==> config.mk <==
export PLATFORM = sky130hd
export DESIGN_NAME = vmicro_core
export DESIGN_NICKNAME = d
export VERILOG_FILES = /design/src/isa_pkg.sv /design/src/soc_pkg.sv /design/src/alu.sv /design/src/block_ram.sv /design/src/core_mmu.sv /design/src/instr_decoder.sv /design/src/vmicro_core.sv
export SDC_FILE = /design/constraint.sdc
export NUM_CORES = 2
export LEC_CHECK = 0
export ABC_AREA = 1
export BUFFER_PORTS_ARGS = -buffer_cell sky130_fd_sc_hd__buf_2
export CORE_MARGIN = 2
export CORE_UTILIZATION = 50
export DETAILED_ROUTE_END_ITERATION = 8
export GPL_TIMING_DRIVEN = 1
export HOLD_SLACK_MARGIN = 0.1
export PLACE_DENSITY = 0.66
export SETUP_SLACK_MARGIN = 0.3
export SYNTH_ARGS = -nofsm -noshare
export SYNTH_HDL_FRONTEND = slang
export SYNTH_HIERARCHICAL = 1
export SYNTH_SLANG_ARGS = --single-unit
export TNS_END_PERCENT = 100
==> constraint.sdc <==
create_clock -name clk -period 17.1 [get_ports clk]
set_input_delay 2.565 -clock clk [delete_from_list [all_inputs] [get_ports clk]]
set_output_delay 2.565 -clock clk [all_outputs]
set_load 0.05 [all_outputs]
==> src/isa_pkg.sv <==
// Instruction set definitions for the 16-bit multicycle core
// Word and register types, opcodes, ALU operations, decode bundle
package isa_pkg;

    typedef logic [15:0] word_t;
    typedef logic [2:0]  reg_sel_t;

    localparam int NUM_REGS = 8;

    // Major opcodes, instr[15:11]
    typedef enum logic [4:0] {
        OP_NOP     = 5'h00,
        OP_LW      = 5'h01,
        OP_SW      = 5'h02,
        OP_BIT     = 5'h03,
        OP_MOV     = 5'h04,
        OP_MOVI    = 5'h05,
        OP_ARITH_U = 5'h06,
        OP_BR      = 5'h08,
        OP_CMP     = 5'h09
    } opcode_e;

    typedef enum logic [4:0] {
        ALU_NOP, ALU_LW, ALU_SW, ALU_MOV, ALU_MOVI, ALU_BR,
        ALU_OR, ALU_XOR, ALU_AND, ALU_NOT, ALU_LSHFT, ALU_RSHFT,
        ALU_UADD, ALU_USUB, ALU_UADDI, ALU_CMP
    } alu_op_e;

    // Bitwise group sub-functions, instr[4:0]
    localparam logic [4:0] BIT_OR    = 5'b00000;
    localparam logic [4:0] BIT_XOR   = 5'b00001;
    localparam logic [4:0] BIT_AND   = 5'b00010;
    localparam logic [4:0] BIT_NOT   = 5'b00011;
    localparam logic [4:0] BIT_LSHFT = 5'b00100;
    localparam logic [4:0] BIT_RSHFT = 5'b00101;

    // Arithmetic group; any code with bit 4 clear is the imm4 add
    localparam logic [4:0] ARITH_UADD  = 5'b11111;
    localparam logic [4:0] ARITH_USUB  = 5'b10000;
    localparam logic [4:0] ARITH_UADDI = 5'b00000;

    // Branch conditions carried in imm8
    localparam logic [7:0] BR_U = 8'h00;
    localparam logic [7:0] BR_E = 8'h01;
    localparam logic [7:0] BR_L = 8'h05;

    // Compare result bit positions
    localparam int FLAG_Z = 0;
    localparam int FLAG_L = 1;

    typedef struct packed {
        reg_sel_t   rd;
        reg_sel_t   ra;
        logic [3:0] imm4;
        logic [7:0] imm8;
        logic [4:0] simm5;
        alu_op_e    alu_op;
        logic       has_imm4;
        logic       has_imm8;
        logic       has_we;
        logic       has_br;
        logic       has_mem;
        logic       has_mem_we;
        logic       has_cmp;
    } decoded_t;

endpackage

==> src/soc_pkg.sv <==
// Bus and memory map definitions
// APB master bundles, memory depths and the scratch window
package soc_pkg;
    import isa_pkg::*;

    localparam int INSTR_DEPTH   = 64;
    localparam int SCRATCH_DEPTH = 64;

    // Scratch window starts at address 0
    localparam word_t SCRATCH_END = 16'h003F;

    typedef logic [$clog2(INSTR_DEPTH)-1:0]   instr_addr_t;
    typedef logic [$clog2(SCRATCH_DEPTH)-1:0] scratch_addr_t;

    typedef struct packed {
        word_t paddr;
        logic  pwrite;
        logic  psel;
        logic  penable;
        word_t pwdata;
    } apb_req_t;

    typedef struct packed {
        word_t prdata;
        logic  pready;
    } apb_rsp_t;

endpackage

==> src/alu.sv <==
// Combinational ALU
// Pass-through, bitwise, shift, add, subtract and compare
`timescale 1ns/10ps

module alu import isa_pkg::*; (
    input  alu_op_e op,
    input  word_t   a,
    input  word_t   b,
    output word_t   c
);

    always_comb begin
        c = '0;
        case (op)
            // Moves and memory ops forward the second operand
            ALU_LW,
            ALU_SW,
            ALU_MOV,
            ALU_MOVI:  c = b;

            ALU_OR:    c = a | b;
            ALU_XOR:   c = a ^ b;
            ALU_AND:   c = a & b;
            ALU_NOT:   c = ~b;
            ALU_LSHFT: c = a << b;
            ALU_RSHFT: c = a >> b;

            ALU_UADD,
            ALU_UADDI: c = a + b;
            ALU_USUB:  c = a - b;

            // Only the flag bits are set, rest stay zero
            ALU_CMP: begin
                c[FLAG_Z] = (a == b);
                c[FLAG_L] = (a < b);
            end

            // NOP and branch produce nothing
            default:   c = '0;
        endcase
    end

endmodule

==> src/block_ram.sv <==
// Single-port synchronous block RAM
// A write updates the cell, otherwise the addressed word is registered out
`timescale 1ns/10ps

module block_ram import isa_pkg::*; #(
    parameter int DEPTH = 64
) (
    input  logic                     clk,
    input  logic [$clog2(DEPTH)-1:0] addr,
    input  word_t                    wdata,
    input  logic                     we,
    output word_t                    rdata
);

    word_t mem [DEPTH];

    always_ff @(posedge clk) begin
        if (we) begin
            mem[addr] <= wdata;
        end else begin
            rdata <= mem[addr];
        end
    end

    // Depth need not be a power of two
    assert property (@(posedge clk) int'(addr) < DEPTH)
        else $error("block_ram address beyond depth");

endmodule

==> src/core_mmu.sv <==
// Core memory unit
// Scratch RAM for the low window, APB master transfer for everything else
`timescale 1ns/10ps

module core_mmu import isa_pkg::*, soc_pkg::*; (
    input  logic     clk,
    input  logic     reset,
    input  logic     req,
    output logic     busy,
    input  word_t    addr,
    input  word_t    wdata,
    input  logic     we,
    output word_t    rdata,
    output apb_req_t apb_req,
    input  apb_rsp_t apb_rsp
);

    typedef enum logic [1:0] {IDLE, SETUP, ACCESS} apb_state_e;

    apb_state_e state;
    word_t      apb_rdata;
    word_t      scratch_rdata;
    logic       in_window;

    assign in_window = (addr <= SCRATCH_END);
    assign busy      = req || (state != IDLE);
    assign rdata     = in_window ? scratch_rdata : apb_rdata;

    block_ram #(
        .DEPTH (SCRATCH_DEPTH)
    ) u_scratch (
        .clk   (clk),
        .addr  (addr[$bits(scratch_addr_t)-1:0]),
        .wdata (wdata),
        .we    (req && we && in_window),
        .rdata (scratch_rdata)
    );

    always_ff @(posedge clk) begin
        if (reset) begin
            state   <= IDLE;
            apb_req <= '0;
        end else begin
            case (state)
                IDLE: begin
                    if (req && !in_window) begin
                        apb_req.paddr  <= addr;
                        apb_req.pwdata <= wdata;
                        apb_req.pwrite <= we;
                        apb_req.psel   <= 1'b1;
                        state          <= SETUP;
                    end
                end
                SETUP: begin
                    apb_req.penable <= 1'b1;
                    state           <= ACCESS;
                end
                ACCESS: begin
                    // Slave stretches the access with pready low
                    if (apb_rsp.pready) begin
                        apb_req.psel    <= 1'b0;
                        apb_req.penable <= 1'b0;
                        apb_req.pwrite  <= 1'b0;
                        state           <= IDLE;
                    end
                end
                default: state <= IDLE;
            endcase
        end
    end

    always_ff @(posedge clk) begin
        if (state == ACCESS && apb_rsp.pready) begin
            apb_rdata <= apb_rsp.prdata;
        end
    end

    // Selected until the slave completes the access phase
    assert property (@(posedge clk) disable iff (reset)
        apb_req.psel && !(apb_req.penable && apb_rsp.pready) |=> apb_req.psel);

    // Access phase always follows a setup cycle
    assert property (@(posedge clk) disable iff (reset)
        $rose(apb_req.penable) |-> $past(apb_req.psel));

endmodule

==> src/instr_decoder.sv <==
// Instruction decoder
// Splits an instruction word into fields, ALU operation and control flags
`timescale 1ns/10ps

module instr_decoder import isa_pkg::*; (
    input  word_t    instr,
    output decoded_t dec
);

    always_comb begin
        dec        = '0;
        dec.rd     = instr[10:8];
        dec.ra     = instr[7:5];
        dec.imm4   = instr[3:0];
        dec.imm8   = instr[7:0];
        dec.simm5  = instr[4:0];
        dec.alu_op = ALU_NOP;

        case (opcode_e'(instr[15:11]))
            OP_LW: begin
                dec.alu_op  = ALU_LW;
                dec.has_we  = 1'b1;
                dec.has_mem = 1'b1;
            end
            OP_SW: begin
                dec.alu_op     = ALU_SW;
                dec.has_mem    = 1'b1;
                dec.has_mem_we = 1'b1;
            end
            OP_MOV: begin
                dec.alu_op = ALU_MOV;
                dec.has_we = 1'b1;
            end
            OP_MOVI: begin
                dec.alu_op   = ALU_MOVI;
                dec.has_we   = 1'b1;
                dec.has_imm8 = 1'b1;
            end
            OP_BIT: begin
                dec.has_we = 1'b1;
                case (instr[4:0])
                    BIT_OR:    dec.alu_op = ALU_OR;
                    BIT_XOR:   dec.alu_op = ALU_XOR;
                    BIT_AND:   dec.alu_op = ALU_AND;
                    BIT_NOT:   dec.alu_op = ALU_NOT;
                    BIT_LSHFT: dec.alu_op = ALU_LSHFT;
                    BIT_RSHFT: dec.alu_op = ALU_RSHFT;
                    default:   dec.has_we = 1'b0;
                endcase
            end
            OP_ARITH_U: begin
                dec.has_we = 1'b1;
                // Immediate form only looks at the top sub-function bit
                if (instr[4] == ARITH_UADDI[4]) begin
                    dec.alu_op   = ALU_UADDI;
                    dec.has_imm4 = 1'b1;
                end else if (instr[4:0] == ARITH_UADD) begin
                    dec.alu_op = ALU_UADD;
                end else if (instr[4:0] == ARITH_USUB) begin
                    dec.alu_op = ALU_USUB;
                end else begin
                    dec.has_we = 1'b0;
                end
            end
            OP_BR: begin
                dec.alu_op   = ALU_BR;
                dec.has_br   = 1'b1;
                dec.has_imm8 = 1'b1;
            end
            OP_CMP: begin
                dec.alu_op  = ALU_CMP;
                dec.has_cmp = 1'b1;
            end
            // NOP and anything unrecognised do nothing
            default: dec.alu_op = ALU_NOP;
        endcase
    end

endmodule

==> src/vmicro_core.sv <==
// 16-bit multicycle core top level
// Sequencer, register file, compare flags, branch and program counter
`timescale 1ns/10ps

module vmicro_core import isa_pkg::*, soc_pkg::*; (
    input  logic        clk,
    input  logic        reset,
    input  logic        prog_we,
    input  instr_addr_t prog_addr,
    input  word_t       prog_data,
    output instr_addr_t pc,
    output apb_req_t    apb_req,
    input  apb_rsp_t    apb_rsp
);

    typedef enum logic [2:0] {ST_IF, ST_R1, ST_R2, ST_ME, ST_WB} state_e;

    state_e   state;
    word_t    instr, instr_rdata;
    decoded_t dec;
    word_t    regs [NUM_REGS];
    reg_sel_t rs;
    word_t    rs_data;
    word_t    rdd, rda, alu_c, cmp_flags;
    word_t    mem_addr, mem_rdata, wb_data;
    logic     mmu_req, mmu_busy, reg_we, take_branch;

    // Program load only while held in reset
    block_ram #(
        .DEPTH (INSTR_DEPTH)
    ) u_imem (
        .clk   (clk),
        .addr  ((reset && prog_we) ? prog_addr : pc),
        .wdata (prog_data),
        .we    (reset && prog_we),
        .rdata (instr_rdata)
    );

    instr_decoder u_dec (.instr(instr), .dec(dec));

    alu u_alu (.op(dec.alu_op), .a(rdd), .b(rda), .c(alu_c));

    core_mmu u_mmu (
        .clk     (clk),
        .reset   (reset),
        .req     (mmu_req),
        .busy    (mmu_busy),
        .addr    (mem_addr),
        .wdata   (rdd),
        .we      (dec.has_mem_we),
        .rdata   (mem_rdata),
        .apb_req (apb_req),
        .apb_rsp (apb_rsp)
    );

    // One read port, rd in R1 then ra in R2
    assign rs       = (state == ST_R1) ? dec.rd : dec.ra;
    assign rs_data  = regs[rs];
    assign mem_addr = alu_c + {{11{dec.simm5[4]}}, dec.simm5};
    assign wb_data  = dec.has_mem ? mem_rdata : alu_c;
    assign reg_we   = dec.has_we && (state == ST_WB);

    always_comb begin
        take_branch = 1'b0;
        if (dec.has_br) begin
            case (dec.imm8)
                BR_U:    take_branch = 1'b1;
                BR_E:    take_branch = cmp_flags[FLAG_Z];
                BR_L:    take_branch = cmp_flags[FLAG_L];
                default: take_branch = 1'b0;
            endcase
        end
    end

    always_ff @(posedge clk) begin
        if (reset) begin
            state   <= ST_IF;
            pc      <= '0;
            instr   <= '0;
            rdd     <= '0;
            rda     <= '0;
            mmu_req <= 1'b0;
        end else begin
            case (state)
                ST_IF: begin
                    instr <= instr_rdata;
                    state <= ST_R1;
                end
                ST_R1: begin
                    rdd   <= rs_data;
                    state <= ST_R2;
                end
                ST_R2: begin
                    if (dec.has_imm8) begin
                        rda <= word_t'(dec.imm8);
                    end else if (dec.has_imm4) begin
                        rda <= rs_data + word_t'(dec.imm4);
                    end else begin
                        rda <= rs_data;
                    end
                    if (dec.has_mem) begin
                        mmu_req <= 1'b1;
                        state   <= ST_ME;
                    end else begin
                        state <= ST_WB;
                    end
                    // Target is rd, pc saturates at the last word
                    if (take_branch) begin
                        pc <= rdd[$bits(instr_addr_t)-1:0];
                    end else if (pc != instr_addr_t'(INSTR_DEPTH - 1)) begin
                        pc <= pc + 1'b1;
                    end
                end
                ST_ME: begin
                    mmu_req <= 1'b0;
                    if (!mmu_busy) begin
                        state <= ST_WB;
                    end
                end
                default: state <= ST_IF;
            endcase
        end
    end

    always_ff @(posedge clk) begin
        if (reset) begin
            for (int i = 0; i < NUM_REGS; i++) begin
                regs[i] <= '0;
            end
            cmp_flags <= '0;
        end else begin
            if (reg_we) begin
                regs[dec.rd] <= wb_data;
            end
            if (state == ST_WB && dec.has_cmp) begin
                cmp_flags <= alu_c;
            end
        end
    end

    // Write-back only once the memory unit has finished
    assert property (@(posedge clk) disable iff (reset)
        reg_we |-> !mmu_busy && ($past(state) inside {ST_R2, ST_ME}));

endmodule

* After elaboration in Yosys (flattened, before gate mapping)
Memories as Yosys holds them, arrays and structs flattened. A register that Yosys moved wholly into a read port is not among the register bits.
Cells that the tools add are included.
** Word-level totals
- Register bits :: 113
- Memory bits (writable) :: 2176
- Input port bits :: 42
- Output and inout port bits :: 41
- Logic and storage cells :: 159
- Memories :: 3
** Operators by class
- $add $sub $neg :: 5
- Order comparisons :: 2
- Equality and inequality tests :: 43
- Shifts and indexed selects :: 2
- Mux-type cells :: 53
- Bitwise logic cells :: 4
- Reductions and logical operators :: 33
** Memories
- u_imem.mem :: depth 64, width 16, rd ports 1, clocked after Yosys merged registers in 1, write ports 1, RTL line block_ram.sv:15 : word_t mem [DEPTH];
- u_mmu.u_scratch.mem :: depth 64, width 16, rd ports 1, clocked after Yosys merged registers in 1, write ports 1, RTL line block_ram.sv:15
- regs :: depth 8, width 16, rd ports 1, clocked after Yosys merged registers in 0, write ports 8, RTL line vmicro_core.sv:21 : word_t regs [NUM_REGS];
** Operators with widths (count)
- 14-bit case mux with 9 select lines :: 1
- 16-bit two-way mux :: 5
- 5-bit by 4-bit equality test with 1-bit output (second input constant) :: 10
- 5-bit by 3-bit equality test with 1-bit output (second input constant) :: 8
- 5-bit case mux with 8 select lines :: 1
- 16-bit adder :: 2
- 5-bit by 2-bit equality test with 1-bit output (second input constant) :: 6
- 4-bit case mux with 6 select lines :: 1
- 1-bit two-way mux :: 23
- 2-bit case mux with 10 select lines :: 1
- 6-bit two-way mux :: 3
- 16-bit by 4-bit adder with 16-bit output :: 1
- 16-bit bitwise AND :: 1
- 16-bit equality test :: 1
- 16-bit by 6-bit less-or-equal comparator with 1-bit output (second input constant) :: 1
- 16-bit less-than comparator :: 1
- 16-bit NOT :: 1
- 16-bit OR :: 1
- 16-bit OR reduction :: 1
- 16-bit by 16-bit left shift with 16-bit output :: 1
- 16-bit by 16-bit >> shifter with 16-bit output :: 1
- 16-bit subtractor :: 1
- 16-bit bitwise XOR :: 1
- 5-bit by 1-bit equality test with 1-bit output (second input constant) :: 3
- 35 further kinds :: 66

* Depth between registers and ports, before layout
- Depth in word-level cells :: 14
- Depth in mapped cells :: 38
- Gate-level depth less buffers :: 37

* By module
Netlist, hierarchy kept.
** Modules (own cells, without submodules)
- block_ram :: instances 2, cells each 4261, area each 43752.0 um^2, seq. area each 31230.0 um^2
- vmicro_core :: instances 1, cells each 1144, area each 9701.8 um^2, seq. area each 5044.8 um^2
- alu :: instances 1, cells each 802, area each 4425.5 um^2, seq. area each 0.0 um^2
- core_mmu :: instances 1, cells each 254, area each 2270.9 um^2, seq. area each 1221.2 um^2
- instr_decoder :: instances 1, cells each 96, area each 488.0 um^2, seq. area each 0.0 um^2

* Least setup slack after synthesis
OpenSTA, ideal clock, no wires.
- Path kind :: flip-flop to flip-flop
- Start point :: register rdd[5]
- End point :: memory u_mmu/u_scratch/mem[40][0] (netlist name), enable pin
- Library setup time :: 0.387 ns
- Arrival :: 6.400 ns
- Required time :: 16.713 ns
- Slack :: 10.313 ns
- Stages on the path, launching flop included :: 35
- Path buffers :: 3
- Clock period less this slack :: 6.787 ns
- Cells stage by stage :: dfxtp_1 -> inv_1 -> ha_1 -> clkbuf_2 -> inv_1 -> a21oi_1 -> o21ai_0 -> a21oi_1 -> inv_1 -> nand2_1 -> o2111ai_1 -> nand2_1 -> nor2_1 -> nand2_1 -> inv_1 -> fa_1 -> o21ai_0 -> inv_1 -> o21ai_0 -> nand3_1 -> nand2_1 -> nand3_1 -> nand2_1 -> nand3_1 -> nand2_1 -> xor2_1 -> nor2_4 -> nand2_2 -> nor2_8 -> nand2_4 -> buf_6 -> nor2_1 -> clkbuf_1 -> inv_1 -> nor3_2
** Between the ends
- Cells in the longest elaborated chain, start to end :: 7
- Elaborated cells between the ends (all ways) :: 16
- Those cells by class :: 3 x add/sub; 2 x order compare; 1 x eq/ne; 2 x shift; 4 x mux; 3 x bitwise; 1 x reduce/logical
** RTL lines
- start: declaration :: RTL line vmicro_core.sv:24 : word_t rdd, rda, alu_c, cmp_flags;
- start signal: assignment :: RTL line vmicro_core.sv:90 : rdd <= rs_data;
- 16-bit less-than comparator, or another cell as far along :: RTL line alu.sv:35 : c[FLAG_L] = (a < b);
- 2-bit case mux with 10 select lines * :: RTL line alu.sv:14 : case (op)
- via alu_c[1] :: RTL line vmicro_core.sv:24
- 16-bit adder * :: RTL line vmicro_core.sv:59 : assign mem_addr = alu_c + {{11{dec.simm5[4]}}, dec.simm5};
- via mem_addr[12] :: RTL line vmicro_core.sv:25 : word_t mem_addr, mem_rdata, wb_data;
- 16-bit by 6-bit less-or-equal comparator with 1-bit output * :: RTL line core_mmu.sv:25 : assign in_window = (addr <= SCRATCH_END);
- 1-bit logical AND * :: RTL line core_mmu.sv:35 : .we (req && we && in_window),
- 1-bit two-way mux * :: RTL line block_ram.sv:18 : if (we) begin
- 1-bit two-way mux (not written as such) * :: RTL line block_ram.sv:19 : mem[addr] <= wdata;
- end: declaration :: RTL line block_ram.sv:15
The timed path passes the listed nets; every way through them passes the cells marked *.

==> flow_summary.rst <==
.. list-table::
   :header-rows: 1

   * - Metric
     - Value
   * - Area of the placeable core
     - 0.207 sq mm
   * - Part of the power in registers
     - 40.7%
   * - CP max stage cell
     - sky130_fd_sc_hd__nor2_2
   * - Maximum number of pins on one net before global-route repair
     - 182
   * - TritonRoute pass-1 iters
     - 6
   * - Number of cells produced by synthesis
     - 10800
   * - Area of the mapped netlist
     - 0.104 sq mm
   * - PortBufs
     - 82
   * - Type of the setup path with the least slack
     - reg2reg
   * - Type of the most critical hold path
     - reg2reg
   * - CTS tree
     - built
   * - Horizontal extent of the die
     - 461 um
   * - I/O pins
     - 83
   * - Setup slack, reg-to-reg
     - 8.57 ns
   * - Kind of end point of the critical path
     - flop
   * - R2R depth
     - 34
   * - Transition at the pin with the smallest max-transition slack
     - 1.43 ns
   * - DRT iter0 DRCs
     - 7922
   * - Net count of the mapped netlist
     - 10900
   * - Maximum net fanout on the critical path
     - 50
   * - Worst-case vdd ir drop
     - 111 uV
   * - Async set-or-reset flop fraction in the synthesized netlist
     - 0%
   * - Fin. Hold Viols
     - 0
   * - Cell Int Power
     - 0.0104 W
   * - Sinks on the clock net
     - 2321
   * - Dpl cell area
     - 0.107 sq mm
   * - Clock input transition at the sequential cells of the worst setup and hold paths
     - 0.06 ns
   * - Slack of the critical path
     - 8.57 ns
   * - Pins over their slew limit
     - 0
   * - Switching fraction of total power
     - 36.5%
   * - Skew final
     - 0.0936 ns
   * - Average wire length per cell after detail routing
     - 21.8 um
   * - Destination of the worst hold path
     - u_mmu/apb_req[13]$_SDFFE_PP0P_
   * - Commonest register cell after synthesis
     - sky130_fd_sc_hd__edfxtp_1
   * - Antenna-violating nets left
     - 0
   * - Post-route standard cell area excluding fillers
     - 0.115 sq mm
   * - Combinational fraction of design power
     - 28.6%
   * - Worst hold start
     - u_mmu/apb_req[13]$_SDFFE_PP0P_
   * - Post-DR vias/cell
     - 5.42
   * - TritonCTS Buffers
     - 232
   * - Static Leakage
     - 48.3 nW
   * - Achievable clock frequency
     - 117 MHz
   * - Gp weighted congestion
     - 0.930
   * - Unrepaired setup endpoints after global routing
     - no
   * - Insertion delay to the later sink of the worst-skew pair
     - 0.91 ns
   * - Number of flops mapped to enable cells by yosys
     - 2224
   * - Total of warnings raised by yosys
     - 6
   * - CP dominant cell by count
     - sky130_fd_sc_hd__nand3_1
   * - Relative slew slack
     - 4.60%
   * - Worst-case setup slack after placement
     - 8.50 ns
   * - Post-detailed-routing wire length
     - 301000 um
   * - Total congestion overflow
     - 0
   * - H-tree level count
     - 4
   * - Unique cell type count in the Yosys netlist
     - 62
   * - Startpoint of the lowest-slack register-to-register path
     - instr[4]$_SDFFE_PP0P_
   * - Final period util
     - 49.9%
   * - Via count of the first global-routing pass
     - 69900
   * - Maximum buffer depth of the clock tree
     - 3
   * - Global-route wire length before repair
     - 447000 um
   * - Crit path DAT
     - 8.98 ns
   * - Startpoint kind of the worst setup timing path
     - flop
   * - Final setup viols
     - 0
   * - Standard-cell row count
     - 167
   * - Final Util
     - 55.5%
   * - Crit path launch
     - instr[4]$_SDFFE_PP0P_
   * - Power density over cell area
     - 143 mW/mm^2
   * - PostCTS Resize Cnt
     - 0
   * - Antenna violations before repair
     - 7
   * - Req. time, crit path
     - 17.54 ns
   * - Minimum period implied by the final worst setup slack
     - 8.53 ns
   * - Post-Syn Area per Cell
     - 9.65 sq um
   * - Crit path largest cell delay
     - 0.91 ns
   * - Worst hold path stage count
     - 2
   * - Count of hold buffers inserted by post-cts repair
     - 0
   * - Area delta synth->final
     - 10.1%
   * - Post-CTS setup-driven buffer insertion count
     - 0
   * - Fraction of the yosys area taken by sequential cells
     - 65.8%
   * - Vert. Die Dim
     - 461 um
   * - R2r endpoint
     - u_mmu/u_scratch/mem[10][0]$_DFFE_PP_
   * - Initial Util
     - 50.4%
   * - P_sw
     - 0.00600 W
   * - Clock power share
     - 30.8%
   * - Ratio of cells with drive above 1 in the final layout
     - 7.39%
   * - Accumulated negative setup slack
     - 0 ns
   * - Cell chosen for the clock root
     - sky130_fd_sc_hd__clkbuf_16
   * - Number of remaining DRC errors
     - 0
   * - Status
     - complete, no violations
   * - Global-route usage over all layers
     - 28.0%
   * - Max cap viols
     - 0
   * - Total number of vias
     - 74900
   * - Layout net count
     - 10900
   * - Final HPWL from detailed placement
     - 180000 um
   * - Flip-flop and latch count after synthesis
     - 2321
   * - Total Die Area
     - 0.212 sq mm
==> kinds of logic after synthesis <==
family                   Yosys count  synth area share (%)
AND/OR/NAND/NOR                 7247                  27.4
flip-flops                      2321                  65.8
buffers and inverters            821                  3.76
AO/OA/AOI/OAI                    315                  1.75
adder cells (fa/ha/maj)           78                 0.964
XOR/XNOR                          20                 0.168
multiplexers                      15                 0.144
other                              1               0.00359
==> synth_stat cells, drive strengths merged, types with 67 or more instances <==
| cell type | instances | area [sq um] |
|---|---|---|
| nand2 | 6241 | 23500 |
| edfxtp | 2224 | 66800 |
| nor2 | 509 | 2040 |
| buf | 390 | 2290 |
| nand3 | 366 | 1910 |
| inv | 275 | 1040 |
| clkbuf | 152 | 577 |
| o21ai | 122 | 644 |
| a21oi | 106 | 534 |
| dfxtp | 97 | 1940 |
| ha | 74 | 926 |
| nand4 | 67 | 558 |
==> registers in the layout, indices dropped and copies added, names as in the netlist <==
| register | count |
|---|---|
| cmp_flags | 2 |
| instr | 16 |
| mmu_req | 1 |
| pc | 6 |
| rda | 16 |
| rdd | 16 |
| regs | 128 |
| state | 3 |
| u_imem/mem | 1024 |
| u_imem/rdata | 16 |
| u_mmu/apb_rdata | 16 |
| u_mmu/apb_req | 35 |
| u_mmu/state | 2 |
| u_mmu/u_scratch/mem | 1024 |
| u_mmu/u_scratch/rdata | 16 |
==> metrics by stage <==
stage          total power [W]  hold slack (ns)  cells
2_1_floorplan          0.00980            0.439  10800
3_3_place_gp            0.0114            0.451  13400
3_5_place_dp            0.0114            0.456  13400
4_1_cts                 0.0165            0.465  13800
5_1_grt                 0.0172            0.478  13800
6_report                0.0164            0.462  13800
==> area by class of cell <==
class	count	area [sq um]
Antenna cell	3	7.51
Clock buffer	280	6070
Clock inverter	149	1510
Fill cell	17900	92300
Inverter	279	1100
Multi-Input combinational cell	7676	31800
Sequential cell	2321	68800
Tap cell	2788	3490
Timing Repair Buffer	316	2200
==> power by group through the flow <==
stage / registers [W] / clock network [W] / logic (W)
3_5_place_dp: 0.00681 / 0 / 0.00463
4_1_cts: 0.00669 / 0.00513 / 0.00466
2_1_floorplan: 0.00674 / 0 / 0.00306
3_3_place_gp: 0.00680 / 0 / 0.00461
6_report: 0.00668 / 0.00506 / 0.00470
5_1_grt: 0.00669 / 0.00534 / 0.00514
==> placed cells by master, fill, tap and decap left out, types with 16 or more instances in the layout <==
| cell | Yosys | final |
|---|---|---|
| sky130_fd_sc_hd__nand2_1 | 6223 | 6223 |
| sky130_fd_sc_hd__edfxtp_1 | 2224 | 2224 |
| sky130_fd_sc_hd__nor2_1 | 487 | 482 |
| sky130_fd_sc_hd__nand3_1 | 354 | 354 |
| sky130_fd_sc_hd__clkbuf_16 | 0 | 234 |
| sky130_fd_sc_hd__inv_1 | 235 | 233 |
| sky130_fd_sc_hd__buf_4 | 48 | 231 |
| sky130_fd_sc_hd__a21oi_1 | 105 | 105 |
| sky130_fd_sc_hd__o21ai_0 | 91 | 85 |
| sky130_fd_sc_hd__buf_2 | 272 | 82 |
| sky130_fd_sc_hd__dfxtp_1 | 97 | 81 |
| sky130_fd_sc_hd__ha_1 | 74 | 73 |
| sky130_fd_sc_hd__clkinv_1 | 4 | 65 |
| sky130_fd_sc_hd__nand4_1 | 56 | 56 |
| sky130_fd_sc_hd__clkbuf_1 | 149 | 42 |
| sky130_fd_sc_hd__clkinv_2 | 0 | 42 |
| sky130_fd_sc_hd__inv_2 | 36 | 31 |
| sky130_fd_sc_hd__o21ai_1 | 26 | 29 |
| sky130_fd_sc_hd__o211ai_1 | 23 | 23 |
| sky130_fd_sc_hd__bufinv_16 | 0 | 22 |
| sky130_fd_sc_hd__o22ai_1 | 21 | 21 |
| sky130_fd_sc_hd__xor2_1 | 17 | 17 |
| sky130_fd_sc_hd__dfxtp_4 | 0 | 16 |
==> worst max path at each step <==
stage                     depth (start not counted)  slack [ns]                               endpoint
after global placement                           34        8.48  u_mmu/u_scratch/mem[10][11]$_DFFE_PP_
after floorplan                                  34       10.31   u_mmu/u_scratch/mem[40][0]$_DFFE_PP_
after detailed placement                         33        8.50  u_mmu/u_scratch/mem[10][14]$_DFFE_PP_
after CTS                                        34        8.36   u_mmu/u_scratch/mem[10][0]$_DFFE_PP_
final                                            34        8.57   u_mmu/u_scratch/mem[10][0]$_DFFE_PP_
after global routing                             34        8.00  u_mmu/u_scratch/mem[10][14]$_DFFE_PP_
==> worst max-delay path, delay by kind of cell, from the launching register on <==
family,cells,cell delay (ns)
simple gates,25,5.19
flops,1,0.88
compound gates,2,0.69
buf+inv,5,0.66
fa+ha+maj,1,0.46
xor+xnor,1,0.12
==> per-layer routing <==
metal	wire (um)	vias up	GRT usage, %
li1	-	35200	-
met1	125000	36100	38.7
met2	142000	3010	45.1
met3	21900	545	3.89
met4	11800	2	10.7
met5	13	-	0
(Power assumes the default switching activity.)
